===== src/cache_pkg.sv =====
package cache_pkg;

    typedef logic [31:0] addr_t;
    typedef logic [31:0] word_t;
    typedef logic [3:0]  strobe_t;
    typedef logic [1:0]  msize_t;

    // kseg0 and kseg1 share the top two bits, kseg1 is uncached
    localparam logic [2:0] SEG_MASK     = 3'b110;
    localparam logic [2:0] UNCACHED_SEG = 3'b101;

    localparam msize_t MSIZE_WORD = 2'b10;

    typedef struct packed {
        logic  valid;
        addr_t addr;
    } ibus_req_t;

    typedef struct packed {
        logic        addr_ok;
        logic        data_ok;
        word_t [1:0] data;
    } ibus_resp_t;

    typedef struct packed {
        logic    valid;
        addr_t   addr;
        msize_t  size;
        strobe_t strobe;
        word_t   data;
    } dbus_req_t;

    typedef struct packed {
        logic  addr_ok;
        logic  data_ok;
        word_t data;
    } dbus_resp_t;

    typedef struct packed {
        logic       valid;
        logic       is_write;
        msize_t     size;
        addr_t      addr;
        strobe_t    strobe;
        word_t      data;
        logic [1:0] len;
    } cbus_req_t;

    typedef struct packed {
        logic  ready;
        logic  last;
        word_t data;
    } cbus_resp_t;

endpackage


===== src/dbus_to_cbus.sv =====
`timescale 1ns/1ps

module dbus_to_cbus (
    input  logic                  clk,
    input  logic                  resetn,
    input  cache_pkg::dbus_req_t  dreq,
    output cache_pkg::dbus_resp_t dresp,
    output cache_pkg::cbus_req_t  dcreq,
    input  cache_pkg::cbus_resp_t dcresp
);

    logic done;
    cache_pkg::word_t data_q;

    // single beat, held until the bus takes it
    always_comb begin
        dcreq.valid = dreq.valid && !done && !resetn;
        dcreq.is_write = |dreq.strobe;
        dcreq.size = dreq.size;
        dcreq.addr = dreq.addr;
        dcreq.strobe = dreq.strobe;
        dcreq.data = dreq.data;
        dcreq.len = 2'd0;
    end

    // high for the response cycle only
    always_ff @(posedge clk) begin
        if (resetn) begin
            done <= 1'b0;
        end else begin
            done <= dcreq.valid && dcresp.ready && dcresp.last;
        end
    end

    always_ff @(posedge clk) begin
        if (dcresp.ready) begin
            data_q <= dcresp.data;
        end
    end

    assign dresp.addr_ok = done;
    assign dresp.data_ok = done;
    assign dresp.data = data_q;

endmodule


===== config.mk =====
export PLATFORM = sky130hd
export DESIGN_NAME = dbus_to_cbus
export DESIGN_NICKNAME = d
export VERILOG_FILES = /design/src/cache_pkg.sv /design/src/dbus_to_cbus.sv
export SDC_FILE = /design/constraint.sdc
export NUM_CORES = 1
export LEC_CHECK = 0
export BUFFER_PORTS_ARGS = -buffer_cell sky130_fd_sc_hd__buf_2
export CORE_ASPECT_RATIO = 0.5
export CORE_MARGIN = 2
export CORE_UTILIZATION = 31
export CTS_CLUSTER_DIAMETER = 120
export DETAILED_ROUTE_END_ITERATION = 8
export GPL_ROUTABILITY_DRIVEN = 0
export PLACE_DENSITY = 0.87
export SLEW_MARGIN = 30
export SYNTH_ARGS = -nofsm -noshare
export SYNTH_HDL_FRONTEND = slang
export SYNTH_SLANG_ARGS = --single-unit

===== constraint.sdc =====
create_clock -name clk -period 1.1 [get_ports clk]
set_clock_uncertainty 0.2 [all_clocks]
set_input_delay 0 -clock clk [delete_from_list [all_inputs] [get_ports clk]]
set_output_delay 0 -clock clk [all_outputs]
set_load 0.1 [all_outputs]

# Yosys cells after proc, flatten, opt, wreduce, memory -nomap -nowiden
# Index checks and enable logic that the tools add are counted.
[word_totals] elab_cells=9 regBits=33 inputBits=107 output_inout_bits=108
[op_classes] n_reduce_logical=7
[op_table] operator="1-bit logical AND" n=4
[op_table] operator="4-bit OR reduction" n=1
[op_table] operator="1-bit zero test" n=2

# Longest topological paths before layout
[depth] depth_word=5 ltp_mapped=2 ltp_nobuf=2

# Worst setup path after synthesis
# OpenSTA, ideal clock, no wires.
[synth_timing] path_type="reg2reg" from="register done" to="register done" path_stages_with_launch=3 arrival_time_ns=2.883 setup_slack_ns=-2.054 t_required_ns=0.829 path_cell_list="dfxtp_1 -> nor3b_1 -> and3_1"
[synth_rtl] element="from (decl)" line_no="dbus_to_cbus.sv:12" source="logic done;"
[synth_rtl] element="from (signal assigned)" line_no="dbus_to_cbus.sv:31" source="done <= dcreq.valid && dcresp.ready && dcresp.last;"

==> flow_summary.json <==
{
  "tns_ps": -242,
  "grt_overflow_total": 0,
  "cts_root_buf": "clkbuf_8",
  "finalMaxSlewViolations": 0,
  "pin_count": 215,
  "core_um2": 4890,
  "cap_violations": 0,
  "grt_max_degree": 34,
  "grt_usage": 0.156,
  "drc_errors": 0,
  "place_inst": 190,
  "die_area_um2": 5660,
  "dieHeight_um": 54.2,
  "cp_cell_sequence": "nor3b_4 > buf_12",
  "violations": "hold timing, setup timing",
  "crit_path_top_delay_cell": "dfxtp_2",
  "fillers": 382,
  "grt_pass1_vias": 1031,
  "clk_pin_slew_ps": 60,
  "cts_tree": "yes",
  "cts_buffers": 5,
  "crit_path_max_incr_delay_ps": 330,
  "drive_gt1_frac": 0.564,
  "worst-path-buf-inv": 1,
  "hold_viol": 67,
  "ir_drop_uv": 1220,
  "cp.arrival_ps": 1040,
  "drt-total-wl_um": 4700,
  "p_leak_nw": 1.07,
  "crit_type": "register to output port",
  "period_share": 1.13,
  "wl_per_cell_um": 20.2,
  "ys_ff_latch": 33,
  "vias": 934,
  "powerDensity_nw_per_um2": 1610,
  "seq_area_um2": 982,
  "rsz0062_at_grt": "yes",
  "max_freq_mhz": 806,
  "via_per_inst": 4.01,
  "num_rows": 18,
  "crit_family": "flip-flops",
  "clk_path_buf_depth": 2,
  "finalSetupViolations": 7,
  "antenna_cells": 0,
  "dieWidth_um": 104,
  "critPathRequiredTime_ps": 900,
  "setup_ws_ps": -141,
  "syn_avg_cell_area_um2": 14.1,
  "netlist-cell-type-count": 7,
  "antenna_found_initial": 0,
  "h-tree-depth": 2,
  "drt_iter0_markers": 13,
  "hp-class": "input port to output port",
  "io_buffers": 80,
  "clock_latency_ps": 270,
  "status": "finished, violations left",
  "worstSetupStartpointType": "register",
  "drt_first_pass_iters": 4,
  "antenna_left": 0,
  "floorplan.initialDensity": 0.320,
  "grt_pass1_wl_um": 6170,
  "synth_cells": 111,
  "finalCriticalPeriod_ps": 1240,
  "ys_seq_area_frac": 0.628,
  "clock_sinks": 33,
  "endpoint_kind": "output port",
  "netlist_area_um2": 1560,
  "stdcell_count": 233,
  "final_cell_mix": "buf_2 (44), buf_12 (36), dlygate4sd3_1 (34), edfxtp_1 (32), clkbuf_8 (5)",
  "multi_input_comb_area_um2": 43.8,
  "nNetsFinal": 269,
  "layout_commonest_cell": "buf_2",
  "syn_to_final_growth_pct": 62.7,
  "worst_hold_slack_ps": -200,
  "yosysWarnings": 0,
  "crit_fanout": 2,
  "cts_hold_buf": 34,
  "dpl.hpwl_um": 3310
}
## flip-flops by register name, indices dropped and copies added, names as in the netlist
name / cells
data_q: 32
done: 1
## worst register-to-register path, stage by stage, from the launching register on
cell and delay [ps]:
dfxtp_2 330, nor3b_4 230, and3_1 180
## timing repair
action,4_1_cts,5_1_grt
setup endpoints to repair,14,54
gates resized for setup,1,0
cloned,0,1
setup buffers,0,0
endpoints found under the hold margin,131,67
## through the flow
stage	setup WS [ps]	total power, mW	hold slack, ps	cell area (um^2)	util
final	-141	4.09	-200	2540	0.520
after floorplan	-575	3.51	-101	1580	-
after global routing	-193	4.20	-200	2540	0.520
after CTS	-161	4.10	-199	2520	0.515
after global placement	-24.3	2.92	-199	2070	0.423
after detailed placement	-25.1	2.93	-199	2070	0.423
## final timing paths
path | from | endpoint | slack, ps | cells past startpoint
worst max-delay path | done | dcreq[73] | -140 | 2
worst min-delay path | dreq[0] | dcreq[2] | -200 | 0
worst max register to register | done | done | 100 | 2
worst min register to register | done | done | 410 | 2
## report_power, final
| group | total (mW) | internal [mW] | switching (mW) |
|---|---|---|---|
| registers | 1.57 | 1.49 | 0.0792 |
| clock network | 1.07 | 0.668 | 0.407 |
| logic | 1.44 | 0.515 | 0.928 |
## layer usage
| layer | up-vias | global-route usage | share of wire |
|---|---|---|---|
| met1 | 430 | 0.129 | 0.25 |
| li1 | 393 | - | - |
| met4 | 4 | 0.0495 | 0.0083 |
| met3 | 8 | 0.136 | 0.17 |
| met2 | 99 | 0.273 | 0.56 |
| met5 | - | 0.0804 | 0.014 |
## kinds of logic after synthesis
group         Yosys count  synth area share
other cells             1           0.00240
flops                  33             0.628
buf+inv                74             0.356
simple gates            3            0.0136
## area by class of cell
| cell class | instances | area share |
|---|---|---|
| Clock buffer | 6 | 0.0286 |
| Clock inverter | 2 | 0.0133 |
| Timing Repair Buffer | 117 | 0.520 |
| Tap cell | 70 | 0.0345 |
| Sequential cell | 33 | 0.387 |
| Multi-Input combinational cell | 5 | 0.0172 |
## synth_stat cells
cell / n / area, um^2
and3_1: 1 / 6.26
or4_1: 1 / 7.51
edfxtp_1: 32 / 961
conb_1: 1 / 3.75
buf_4: 74 / 556
nor3b_1: 1 / 7.51
dfxtp_1: 1 / 20.0
(Power assumes the default switching activity.)
