==> src/cache_pkg.sv <==
package cache_pkg;

    typedef logic [31:0] addr_t;
    typedef logic [31:0] word_t;
    typedef logic [3:0]  strobe_t;
    typedef logic [1:0]  msize_t;

    // kseg0 and kseg1 share the top two bits, kseg1 is uncached
    localparam logic [2:0] SEG_MASK     = 3'b110;
    localparam logic [2:0] UNCACHED_SEG = 3'b101;

    localparam msize_t MSIZE_WORD = 2'b10;

    typedef struct packed {
        logic  valid;
        addr_t addr;
    } ibus_req_t;

    typedef struct packed {
        logic        addr_ok;
        logic        data_ok;
        word_t [1:0] data;
    } ibus_resp_t;

    typedef struct packed {
        logic    valid;
        addr_t   addr;
        msize_t  size;
        strobe_t strobe;
        word_t   data;
    } dbus_req_t;

    typedef struct packed {
        logic  addr_ok;
        logic  data_ok;
        word_t data;
    } dbus_resp_t;

    typedef struct packed {
        logic       valid;
        logic       is_write;
        msize_t     size;
        addr_t      addr;
        strobe_t    strobe;
        word_t      data;
        logic [1:0] len;
    } cbus_req_t;

    typedef struct packed {
        logic  ready;
        logic  last;
        word_t data;
    } cbus_resp_t;

endpackage

==> src/cbus_arbiter.sv <==
`timescale 1ns/1ps

module cbus_arbiter #(
    parameter int NUM_INPUTS = 4
) (
    input  logic                                   clk,
    input  logic                                   resetn,
    input  cache_pkg::cbus_req_t  [NUM_INPUTS-1:0] ireqs,
    output cache_pkg::cbus_resp_t [NUM_INPUTS-1:0] iresps,
    output cache_pkg::cbus_req_t                   oreq,
    input  cache_pkg::cbus_resp_t                  oresp
);

    localparam int IDX_W = $clog2(NUM_INPUTS);

    logic busy;
    logic [IDX_W-1:0] index;
    logic [IDX_W-1:0] next_index;
    logic [IDX_W-1:0] grant;

    // lowest index wins
    always_comb begin
        next_index = '0;
        for (int i = NUM_INPUTS - 1; i >= 0; i--) begin
            if (ireqs[i].valid) begin
                next_index = IDX_W'(i);
            end
        end
    end

    assign grant = busy ? index : next_index;
    assign oreq = ireqs[grant];

    always_comb begin
        for (int i = 0; i < NUM_INPUTS; i++) begin
            iresps[i] = (IDX_W'(i) == grant) ? oresp : '0;
        end
    end

    always_ff @(posedge clk) begin
        if (resetn) begin
            busy <= 1'b0;
            index <= '0;
        end else if (busy) begin
            if (oresp.ready && oresp.last) begin
                busy <= 1'b0;
            end
        end else if (oreq.valid) begin
            busy <= !(oresp.ready && oresp.last);
            index <= next_index;
        end
    end

    // the granted master keeps its request up to the last beat
    a_grant_held: assert property (@(posedge clk) disable iff (resetn)
        busy |-> ireqs[index].valid);

endmodule

==> config.mk <==
export PLATFORM = sky130hd
export DESIGN_NAME = cbus_arbiter
export DESIGN_NICKNAME = d
export VERILOG_FILES = /design/src/cache_pkg.sv /design/src/cbus_arbiter.sv
export SDC_FILE = /design/constraint.sdc
export NUM_CORES = 1
export LEC_CHECK = 0
export BUFFER_PORTS_ARGS = -buffer_cell sky130_fd_sc_hd__buf_2
export CAP_MARGIN = 20
export CORE_AREA = 10 10 202 204
export DETAILED_ROUTE_END_ITERATION = 16
export DIE_AREA = 0 0 212 214
export SLEW_MARGIN = 20
export SYNTH_ARGS = -nofsm -noshare
export SYNTH_HDL_FRONTEND = slang
export SYNTH_SLANG_ARGS = --single-unit
==> constraint.sdc <==
create_clock -name clk -period 4.3 [get_ports clk]
set_input_delay 1.29 -clock clk [delete_from_list [all_inputs] [get_ports clk]]
set_output_delay 1.29 -clock clk [all_outputs]
set_load 0.01 [all_outputs]
Word-level counts from Yosys, hierarchy flattened --
Index checks and enable logic that the tools add are counted.
Operators by class: $add $sub $neg 0, multiply operators 0, divide/modulo/power cells 0, magnitude comparators 1, equal/unequal tests 3, shift operators 0, mux-type cells 14, bitwise logic cells 1, reductions and logical operators 4
Operators with widths (number):
- 74-bit binary-select mux with 2-bit select | 1
- 34-bit two-way mux | 4
- 74-bit two-way mux | 1
- 2-bit two-way mux | 5
- 2-bit equality test, first input constant | 2
- 2-bit by 3-bit < comparator with 1-bit output, second input constant | 1
- 1-bit two-way mux | 3
- 1-bit by 2-bit equality test with 1-bit output, first input constant | 1
- 2-bit zero test | 1
- 2-bit AND reduction | 1
- 1-bit logical AND | 1
- 1-bit zero test | 1
- 1-bit NOT | 1
Word-level totals: register bits 3, bits in latches 0, RAM bits 0, ROM bits 0, bits of input ports 332, output and inout bits 210, logic and storage cells 25, memories kept 0

Logic depth before layout (Yosys ltp) --
depth after elaboration 9, depth in mapped cells 8, mapped depth without buffers 4

Worst setup path after synthesis --
OpenSTA, ideal clock, no wires.
path type input -> output, start input port ireqs[73] in the netlist's numbering, end output port oreq[10] in the netlist's numbering, data arrival time 2.570 ns, path slack 0.440 ns, stages 7, path buffers 3, path through buf_6 or3_4 o21ai_2 buf_6 buf_6 a21oi_1 a22oi_1
RTL lines:
- from (decl) | RTL line cbus_arbiter.sv:8 | input cache_pkg::cbus_req_t [NUM_INPUTS-1:0] ireqs,
- to (decl) | RTL line cbus_arbiter.sv:10 | output cache_pkg::cbus_req_t oreq,

==> metrics.csv <==
stage,metric,value,unit
critical_path,cp_max_fo,51,
cells_and_area,regArea,60.1,sq um
cells_and_area,nets,1447,
timing,min_period_over_period,98.1,%
yosys,synth_compound_area_share,42.0,%
clock_network,clock_sink_count,3,
critical_path,r2r_start,busy,
placed_design,portBuffers,541,
drt,via_per_inst,4.24,
cells_and_area,final_area,6880,sq um
die,die_h,214,microns
grt,grt_pass1_wl,38800,microns
yosys,yosys.cell_types.count,29,
worst_hold_path,holdCritStartpoint,index[1],
grt,grt_start_max_net_pins,107,
power_and_ir_drop,p_per_area,184,nW/um^2
yosys,syn_inst,617,
cells_and_area,final_cell_mix,"541 x buf_2, 147 x nand2_1, 136 x and3_1",
timing,max_freq,237,MHz
placed_design,pre_cts_ws,0.0893,ns
timing,setup_slack,0.0799,ns
yosys,synth_top_family_by_area,simple AND/OR/NAND/NOR gates,
critical_path,path_class,in -> out,
timing,timing.slew.headroom,71.4,%
yosys,synth-edff-count,0,
cells_and_area,fin_cells,1590,
yosys,yosysWarningCount,0,
clock_network,cts_buffers,3,
grt,antenna_found_initial,4,
critical_path,arrival,2.93,ns
run_status,status,"complete, no violations",
timing,period_needed,4.22,ns
placed_design,dp_hpwl,23200,microns
yosys,synth_top_area_share,23.9,%
yosys,synth-async-reset-ratio,0,%
grt,grt.overflow.total,0,
drt,drt-wirelength-per-cell,17.6,microns
power_and_ir_drop,leakage,4.17,nW
yosys,yosys.area_share.simple,42.1,%
clock_network,path_clk_slew,0.03,ns
clock_network,htreeDepth,1,
yosys,synth.area.top_cells,"and3_1 24%, a21oi_1 17%, nand2_1 16%",
yosys,synthesis.area,3560,sq um
clock_network,insertion_delay,0.22,ns
yosys,seq_area_frac_synth,1.69,%
flow_run,maxCapViolations,0,
timing,hold_viol_final,0,
die,die_x,212,microns
placed_design,place_congestion,1.01,
clock_network,cts-root-buf,clkbuf_16,
power_and_ir_drop,irDropWorstVdd,0.133,mV
cells_and_area,multiInputGateArea,3040,sq um
critical_path,start_kind,primary input,
yosys,syn_avg_cell_area,5.76,sq um
timing,tns,0,ns
die,rows,71,
drt,route.detailed.drc,0,
timing,worst_pin_slew,0.430,ns
die,initial_utilization,9.60,%
timing,finClkSkew,0.000743,ns
drt,via_count,6746,
yosys,yosys_register_bits,3,
critical_path,crit_required,3.01,ns
critical_path,cp-end-kind,output port,
cells_and_area,final_common_cell,buf_2,
grt,grt_pass1_vias,6419,
worst_hold_path,hold_path_class,reg -> reg,
cells_and_area,fill_cells,4262,
power_and_ir_drop,total_power,1.27,mW
yosys,yosys_most_used_dff,dfxtp_1,
drt,wl,28000,microns
grt,gr-usage-all-layers,10.6,%
yosys,synth_fp_nets,949,
timing,rsz0062_at_grt,no,
placed_design,placed_cells,1582,
timing,slew_viol_final,0,
yosys,synth_xor_area_share,0,%
cells_and_area,drive_above_1_share,55.1,%
placed_design,place_area,6770,sq um
drt,firstDrtPassIters,5,
yosys,synth_area_leader_cell,and3_1,
critical_path,crit_path_start,ireqs[147],
timing,setup_viol,0,
cells_and_area,area_growth,93.5,%
clock_network,clk_path_buf_depth,2,
yosys,synth_mux_area_share,0.563,%
drt,antenna_left,0,
die,io-pin-count,542,
die,core,37000,sq um
clock_network,cts_tree,yes,
drt,first_iter_violations,653,
yosys,synth_adder_area_share,0,%
die,die_area,45400,sq um
## synth_stat cells (all sizes together), types with 2 or more instances
cell type  count
mux2i          2
inv            2
nand2        147
buf           52
a22oi         73
nor2b          3
clkbuf        28
dfxtp          3
nand2b         3
nor3           2
o21ai          3
a21oi        148
and3         136
nor2           5
## repair_timing
item	CTS	global route
gates resized for setup	0	2
endpoints found under the setup margin	0	7
setup buffers	0	1
hold buffers	0	0
## where the power goes
| group | internal (mW) | total (mW) | switching [mW] |
|---|---|---|---|
| clock | 0.122 | 0.148 | 0.0256 |
| combinational | 0.471 | 1.08 | 0.614 |
| sequential | 0.0304 | 0.0346 | 0.00425 |
## layout make-up
type / count / area share, %
Timing Repair Buffer: 573 / 45.0
Multi-Input combinational cell: 532 / 44.2
Tap cell: 474 / 8.62
Clock buffer: 4 / 1.15
Sequential cell: 3 / 0.873
Inverter: 2 / 0.109
Antenna cell: 2 / 0.0727
## worst max-delay path: stages
cell	delay, ns
buf_2	0.16
or3_4	0.43
o21ai_4	0.20
buf_12	0.24
a21oi_1	0.12
a22oi_1	0.21
buf_2	0.18
## per-stage QoR
step / hold slack (ns) / util [%]
detailed placement: 0.572 / 18.3
finish: 0.574 / 18.6
CTS: 0.580 / 18.5
global route: 0.582 / 18.6
global placement: 0.568 / 18.3
floorplan: 0.519 / -
## layer usage
metal,GRT usage [%],routed length (microns)
met5,0,0
met4,2.35,565
met1,12.1,10600
met2,19.7,14100
met3,2.24,2710
## registers in the layout, summed over array words and instances, names as in the netlist
register,cells
index,2
busy,1
## kinds of logic after synthesis
kind of cell,count (synthesis)
flops,3
mux,2
compound gates,231
buf+inv,82
simple gates,299
## final timing paths
path	depth (start not counted)	slack (ns)	end
max	7	0.08	oreq[43]
min	1	0.57	index[1]
max reg2reg	5	2.60	index[0]
min reg2reg	1	0.57	index[1]
No activity file was read; power rests on OpenSTA's default activity.
