[config.mk]
export PLATFORM = sky130hd
export DESIGN_NAME = icache
export DESIGN_NICKNAME = d
export VERILOG_FILES = /design/src/cache_pkg.sv /design/src/icache.sv
export SDC_FILE = /design/constraint.sdc
export NUM_CORES = 2
export LEC_CHECK = 0
export ABC_AREA = 1
export BUFFER_PORTS_ARGS = -buffer_cell sky130_fd_sc_hd__buf_4
export CAP_MARGIN = 20
export CORE_MARGIN = 2
export CORE_UTILIZATION = 45
export CTS_CLUSTER_DIAMETER = 50
export DETAILED_ROUTE_END_ITERATION = 10
export SETUP_SLACK_MARGIN = 0.5
export SYNTH_ARGS = -nofsm -noshare
export SYNTH_HDL_FRONTEND = slang
export SYNTH_SLANG_ARGS = --single-unit
export TNS_END_PERCENT = 50
[constraint.sdc]
create_clock -name clk -period 6.3 [get_ports clk]
set_input_delay 0.945 -clock clk [delete_from_list [all_inputs] [get_ports clk]]
set_output_delay 0.945 -clock clk [all_outputs]
set_load 0.005 [all_outputs]
[src/cache_pkg.sv]
package cache_pkg;

    typedef logic [31:0] addr_t;
    typedef logic [31:0] word_t;
    typedef logic [3:0]  strobe_t;
    typedef logic [1:0]  msize_t;

    // kseg0 and kseg1 share the top two bits, kseg1 is uncached
    localparam logic [2:0] SEG_MASK     = 3'b110;
    localparam logic [2:0] UNCACHED_SEG = 3'b101;

    localparam msize_t MSIZE_WORD = 2'b10;

    typedef struct packed {
        logic  valid;
        addr_t addr;
    } ibus_req_t;

    typedef struct packed {
        logic        addr_ok;
        logic        data_ok;
        word_t [1:0] data;
    } ibus_resp_t;

    typedef struct packed {
        logic    valid;
        addr_t   addr;
        msize_t  size;
        strobe_t strobe;
        word_t   data;
    } dbus_req_t;

    typedef struct packed {
        logic  addr_ok;
        logic  data_ok;
        word_t data;
    } dbus_resp_t;

    typedef struct packed {
        logic       valid;
        logic       is_write;
        msize_t     size;
        addr_t      addr;
        strobe_t    strobe;
        word_t      data;
        logic [1:0] len;
    } cbus_req_t;

    typedef struct packed {
        logic  ready;
        logic  last;
        word_t data;
    } cbus_resp_t;

endpackage

[src/icache.sv]
`timescale 1ns/1ps

module icache #(
    parameter int ICACHE_SETS = 16
) (
    input  logic                  clk,
    input  logic                  resetn,
    input  cache_pkg::ibus_req_t  ireq,
    output cache_pkg::ibus_resp_t iresp,
    output cache_pkg::cbus_req_t  icreq,
    input  cache_pkg::cbus_resp_t icresp
);

    localparam int IDX_W = $clog2(ICACHE_SETS);
    localparam int TAG_W = 32 - 4 - IDX_W;

    typedef enum logic {IDLE, FILL} state_t;

    state_t state;
    logic [1:0] beat;
    logic resp_q;
    logic hit;
    logic [IDX_W-1:0] idx;
    logic [TAG_W-1:0] tag;
    logic [ICACHE_SETS-1:0] valid_mem;
    logic [TAG_W-1:0] tag_mem [ICACHE_SETS];
    cache_pkg::word_t [3:0] data_mem [ICACHE_SETS];
    cache_pkg::word_t [3:0] line;
    cache_pkg::word_t [1:0] data_q;

    assign idx = ireq.addr[4 +: IDX_W];
    assign tag = ireq.addr[31 -: TAG_W];
    assign hit = valid_mem[idx] && tag_mem[idx] == tag;

    // line as it stands once the current beat lands
    always_comb begin
        line = data_mem[idx];
        if (state == FILL) begin
            line[beat] = icresp.data;
        end
    end

    always_ff @(posedge clk) begin
        if (resetn) begin
            state <= IDLE;
            beat <= '0;
            resp_q <= 1'b0;
            valid_mem <= '0;
        end else begin
            resp_q <= 1'b0;
            case (state)
                IDLE: begin
                    // skip the cycle where the old request answers
                    if (ireq.valid && !resp_q) begin
                        if (hit) begin
                            resp_q <= 1'b1;
                        end else begin
                            state <= FILL;
                            beat <= '0;
                            valid_mem[idx] <= 1'b0;
                        end
                    end
                end
                FILL: begin
                    if (icresp.ready) begin
                        beat <= beat + 2'd1;
                        if (icresp.last) begin
                            state <= IDLE;
                            valid_mem[idx] <= 1'b1;
                            resp_q <= 1'b1;
                        end
                    end
                end
                default: state <= IDLE;
            endcase
        end
    end

    always_ff @(posedge clk) begin
        data_q <= ireq.addr[3] ? line[3:2] : line[1:0];
        if (state == FILL && icresp.ready) begin
            data_mem[idx][beat] <= icresp.data;
            tag_mem[idx] <= tag;
        end
    end

    always_comb begin
        icreq = '0;
        icreq.valid = state == FILL;
        icreq.size = cache_pkg::MSIZE_WORD;
        icreq.addr = {ireq.addr[31:4], 4'b0000};
        icreq.len = 2'd3;
    end

    assign iresp.addr_ok = resp_q;
    assign iresp.data_ok = resp_q;
    assign iresp.data = data_q;

    // pairs never cross a line
    a_fetch_aligned: assert property (@(posedge clk) disable iff (resetn)
        ireq.valid |-> ireq.addr[2:0] == 3'b000);

endmodule

# Word level (Yosys, flattened, before mapping)
# Memory sizes are Yosys's and may differ from the RTL's.
# Cells that the tools add are included.
# op_classes
n_addsub	1
magnitude_cmp	4
n_eq_ne	5
muxes	31
bitwise_logic	4
n_reduce_logical	8
# ops
op	n
2-to-1 mux 128 bit	2
bitwise mux 128 bit	1
demux 32 bit (select 2 bit)	1
2-to-1 mux 16 bit	4
2-to-1 mux 64 bit	1
2-to-1 mux 32 bit	1
one-hot mux 16 bit (2 select lines)	1
== test 24 bit	1
AND 16 bit	1
inverter 16 bit	1
bitwise OR 16 bit	1
2-to-1 mux 1 bit	12
inequality test 2 bit (second input constant)	4
2-to-1 mux 2 bit	3
logical AND 1 bit	5
< comparator 4 x 5 -> 1 bit (second input constant)	1
binary-select mux 1 bit (select 4 bit)	1
demux 1 bit (select 4 bit)	1
>= comparator 4 x 1 -> 1 bit (second input constant)	1
one-hot mux 1 bit (2 select lines)	2
one-hot mux 2 bit (2 select lines)	1
AND reduction 4 bit	1
< comparator 2 x 3 -> 1 bit (second input constant)	1
AND reduction 3 bit	1
other kinds (4)	4
# word_totals
reg_bits	84
ramBits	2432
input_bits	69
out_inout_bits	140
word_cells	61
memories	2
# memory_table
memory	words	word_bits	rd	rd_clocked_by_memory_dff	write_ports	line_no	rtl
data_mem	16	128	1	0	1	icache.sv:27	cache_pkg::word_t [3:0] data_mem [ICACHE_SETS];
tag_mem	16	24	1	0	1	icache.sv:26	logic [TAG_W-1:0] tag_mem [ICACHE_SETS];

# Longest topological paths before layout
# logic_depth
ltp_word	9
depth_mapped	25
ltp_nobuf	21

# Least setup slack after synthesis
# OpenSTA, ideal clock, no wires.
# synth_timing
path_kind	input -> register
startpoint	input ireq[4] (netlist name)
endpoint	memory data_mem[4][0] (netlist name), enable pin
setup_ps	421
t_arrival_ps	3797
required_time_ps	5879
path_slack_ps	2082
stages	11
path_buffers	6
cell_sequence	buf_4 -> buf_4 -> nor2_1 -> buf_2 -> buf_2 -> buf_2 -> buf_2 -> inv_1 -> nor2_1 -> inv_1 -> nor2_1
# synth_lines
element	line_no	rtl
start, declared	icache.sv:8	input cache_pkg::ibus_req_t ireq,
end, declared	icache.sv:27	
# Straight into the memory's write port.

# Final worst setup path
# layout_timing
startpoint	input ireq[4] (netlist name)
endpoint	memory data_mem[13][51] (netlist name), enable pin
# Straight into the memory's write port.

==> flow_results.xml <==
<?xml version="1.0" encoding="UTF-8"?>
<metrics>
  <group name="run_status">
    <metric name="run_status" unit="">finished clean</metric>
  </group>
  <group name="yosys">
    <metric name="synth_top_cells_by_area" unit="">edfxtp_1 77%, a22oi_1 7.9%, nand2_1 4.8%</metric>
    <metric name="synth.yosys.seq_area_share" unit="%">78.5</metric>
    <metric name="synth_top_area_share" unit="%">76.8</metric>
    <metric name="postSynthAreaPerCell" unit="sq um">14.9</metric>
    <metric name="cell_taking_the_most_area_after_synthesis" unit="">edfxtp_1</metric>
    <metric name="yosysMostFrequentCell" unit="">edfxtp_1</metric>
    <metric name="post_synth_most_frequent_cells" unit="">2,432 x edfxtp_1, 1,213 x nand2_1, 1,003 x a22oi_1</metric>
    <metric name="synth_enable_flop_cells" unit="">2432</metric>
    <metric name="yosysWarnings" unit="">0</metric>
    <metric name="synthCells" unit="">6388</metric>
    <metric name="syn_area" unit="sq um">95200</metric>
    <metric name="synth-main-ff-cell" unit="">edfxtp_1</metric>
    <metric name="yosys.cell_types.count" unit="">43</metric>
    <metric name="postSynth.asyncResetShare" unit="%">0</metric>
    <metric name="ys_ff_latch" unit="">2516</metric>
  </group>
  <group name="route">
    <metric name="drt-total-wl" unit="microns">276000</metric>
    <metric name="wire_per_inst" unit="microns">28.8</metric>
    <metric name="detail_route.drc_violations" unit="">0</metric>
    <metric name="routed_via_density" unit="">6.03</metric>
    <metric name="final_antenna_net_count" unit="">0</metric>
    <metric name="firstDrtPassIters" unit="">6</metric>
    <metric name="iteration_0_drc_count_of_the_detailed_router" unit="">8010</metric>
    <metric name="via_count" unit="">57900</metric>
  </group>
  <group name="placement">
    <metric name="globalplace.congestion" unit="">0.802</metric>
    <metric name="numPortBuffers" unit="">160</metric>
    <metric name="placed_area" unit="sq um">100000</metric>
    <metric name="post-dp-hpwl" unit="microns">146000</metric>
  </group>
  <group name="worst_setup_path">
    <metric name="critPathBufInv" unit="">5</metric>
    <metric name="r2r.worst_path.cells" unit="">6</metric>
    <metric name="critical_path_class" unit="">in2reg</metric>
    <metric name="critPathRequiredTime" unit="ns">6.86</metric>
    <metric name="setup.worst_path.end_class" unit="">flop</metric>
    <metric name="critical_path.max_fanout" unit="">61</metric>
    <metric name="cpLargestDelayFamily" unit="">buffers and inverters</metric>
    <metric name="worstReg2RegStart" unit="">state</metric>
    <metric name="timing.critical_path.from_type" unit="">primary input</metric>
    <metric name="crit_path_cell_trace" unit="">buf_4 -&gt; inv_4 -&gt; nor2_4 -&gt; inv_1 -&gt; nor2_1 -&gt; inv_1 -&gt; nor2_4 -&gt; buf_4</metric>
    <metric name="critPathSlowestCell" unit="">nor2_4</metric>
    <metric name="max_stage_delay" unit="ns">0.85</metric>
    <metric name="critical_path_data_arrival_time" unit="ns">4.82</metric>
    <metric name="ff2ff_setup_slack" unit="ns">2.29</metric>
    <metric name="rr_endpoint" unit="">data_mem[14][44]</metric>
  </group>
  <group name="cells_and_area">
    <metric name="final_area" unit="sq um">109000</metric>
    <metric name="reg_area" unit="sq um">74700</metric>
    <metric name="num-nets-final" unit="">6675</metric>
    <metric name="num-fill-cells" unit="">17100</metric>
    <metric name="multi_input_comb_area" unit="sq um">18600</metric>
    <metric name="layout-area-overhead-vs-synth" unit="%">14.7</metric>
    <metric name="post_route_cells_drive_above_1_share" unit="%">12.7</metric>
  </group>
  <group name="timing">
    <metric name="worst_hold_slack" unit="ns">0.216</metric>
    <metric name="grt_setup_unrepaired" unit="">no</metric>
    <metric name="timing.final.setup_violations" unit="">0</metric>
    <metric name="final.period_utilization" unit="%">67.6</metric>
    <metric name="report.final.hold_viol_count" unit="">0</metric>
    <metric name="period_needed" unit="ns">4.26</metric>
    <metric name="final_max_slew_viol_count" unit="">0</metric>
    <metric name="fin_tns_setup" unit="ns">0</metric>
    <metric name="max_clock_freq" unit="MHz">235</metric>
    <metric name="timing.slew.headroom" unit="%">18.8</metric>
    <metric name="skew" unit="ns">0.0565</metric>
    <metric name="tightestPinTransition" unit="ns">1.19</metric>
  </group>
  <group name="cts">
    <metric name="cts_inserted_buffers" unit="">286</metric>
    <metric name="clock_tree.htree_level_count" unit="">5</metric>
    <metric name="cts_buffer_depth" unit="">4</metric>
    <metric name="clkTransAtPathRegs" unit="ns">0.06</metric>
    <metric name="postCtsSetupRepairBufs" unit="">0</metric>
    <metric name="clk_root_buffer_cell" unit="">clkbuf_16</metric>
    <metric name="clock_sink_count" unit="">2516</metric>
    <metric name="cts_hold_repair.buffers" unit="">0</metric>
    <metric name="count_of_instances_resized_after_the_clock_tree_is_built" unit="">0</metric>
    <metric name="cts_tree" unit="">yes</metric>
    <metric name="clkLatencyLatePin" unit="ns">0.93</metric>
  </group>
  <group name="flow_run">
    <metric name="cap_viol_max_count" unit="">0</metric>
  </group>
  <group name="pwr">
    <metric name="leak_pwr" unit="nW">36.3</metric>
    <metric name="vdd_drop_max" unit="uV">304</metric>
    <metric name="p_per_area" unit="nW/um^2">331</metric>
    <metric name="overall_power_consumption" unit="mW">36.1</metric>
  </group>
  <group name="hold_path">
    <metric name="min_to" unit="">state</metric>
    <metric name="min_delay_path_depth" unit="">2</metric>
    <metric name="min-delay-path-class" unit="">in2reg</metric>
    <metric name="hold_path_startpoint" unit="">resetn</metric>
  </group>
  <group name="die">
    <metric name="fp.dieW" unit="microns">464</metric>
    <metric name="fp.dieArea" unit="sq um">215000</metric>
    <metric name="start_util" unit="%">45.4</metric>
    <metric name="floorplan.rows" unit="">168</metric>
    <metric name="fp.dieH" unit="microns">464</metric>
    <metric name="floorplan_core_area" unit="sq um">210000</metric>
    <metric name="floorplan.io_pins" unit="">209</metric>
  </group>
  <group name="global_route">
    <metric name="grt-ovfl-total" unit="">0</metric>
    <metric name="first_global_vias" unit="">55800</metric>
    <metric name="number_of_antenna_violations_at_the_first_check_in_global_routing" unit="">4</metric>
    <metric name="grt_start_max_net_pins" unit="">118</metric>
    <metric name="grt.total_usage" unit="%">25.2</metric>
    <metric name="grt_first_pass_wirelength" unit="microns">396000</metric>
  </group>
</metrics>
[registers in the layout, indices dropped and copies added, names as in the netlist, named ones only]
| signal | count |
|---|---|
| data_mem | 2048 |
| tag_mem | 384 |
| iresp | 64 |
| beat | 2 |
| resp_q | 1 |
| state | 1 |
[metrics by stage]
stage	util, %	setup WS [ns]	instances
CTS	52.0	2.13	9598
floorplan	-	2.08	6431
global placement	47.7	1.26	9111
global route	52.0	1.90	9600
detailed placement	47.8	1.19	9117
finish	52.0	2.04	9602
[worst register-to-register path, delay by kind of cell, from the launching register on]
family / cells / cell delay (ns)
flops: 1 / 0.55
simple gates: 3 / 1.49
buf+inv: 3 / 1.62
[cells in the final DEF (no fill, tap or decap), types with 9 or more instances in the layout]
cell	count
a21oi_1	427
a221oi_1	14
a22o_1	14
a22oi_1	1003
buf_12	26
buf_4	331
bufinv_16	15
clkbuf_1	69
clkbuf_16	293
clkbuf_8	9
clkinv_1	34
clkinv_2	31
clkinvlp_4	16
conb_1	45
dfxtp_1	84
edfxtp_1	2432
inv_1	71
inv_6	13
nand2_1	1207
nand3_1	62
nand4_1	22
nor2_1	99
nor2_4	85
nor3_1	19
nor4_1	89
o21ai_0	127
o21ai_1	15
o21bai_1	9
o22ai_1	32
o32ai_1	9
or4_1	10
[worst max path at each step]
stage	slack [ns]	start	cells after the start	to
detailed placement	1.19	ireq[4]	8	data_mem[13][35]
floorplan	2.08	ireq[4]	11	data_mem[4][0]
global placement	1.26	ireq[4]	8	data_mem[13][35]
CTS	2.13	ireq[4]	8	data_mem[13][51]
finish	2.04	ireq[4]	8	data_mem[13][51]
global route	1.90	ireq[4]	8	data_mem[13][51]
[layer usage]
metal  global-route usage (%)  vias to the layer above  routed length (microns)
li1                         -                    24900                        -
met1                     36.2                    29600                   114000
met2                     39.3                     2976                   129000
met3                     4.86                      414                    26500
met4                     6.83                        2                     6590
met5                        0                        -                       16
[where the power goes]
group,internal [mW],switching (mW)
registers,18.4,0.0531
clock network,9.26,6.50
logic,0.504,1.35
[area by class of cell]
class,instances,share of cell area [%]
flip-flops and latches,2516,68.5
well taps,2805,3.22
diodes,2,0.00459
inverters,95,0.349
multi-input cells,3341,17.1
repair buffers,362,2.86
clock buffers,371,7.07
clock inverters,110,0.973
[cell families (layout without fill, tap and decap cells)]
family / Yosys count / count (layout) / synth area share, %
flip-flops: 2516 / 2516 / 78.5
other: 2 / 47 / 0.00789
buffers and inverters: 574 / 938 / 2.76
AO/OA/AOI/OAI: 1677 / 1677 / 11.8
AND/OR/NAND/NOR: 1615 / 1615 / 6.87
adder cells (fa/ha/maj): 4 / 4 / 0.0526
(Power assumes the default switching activity.)
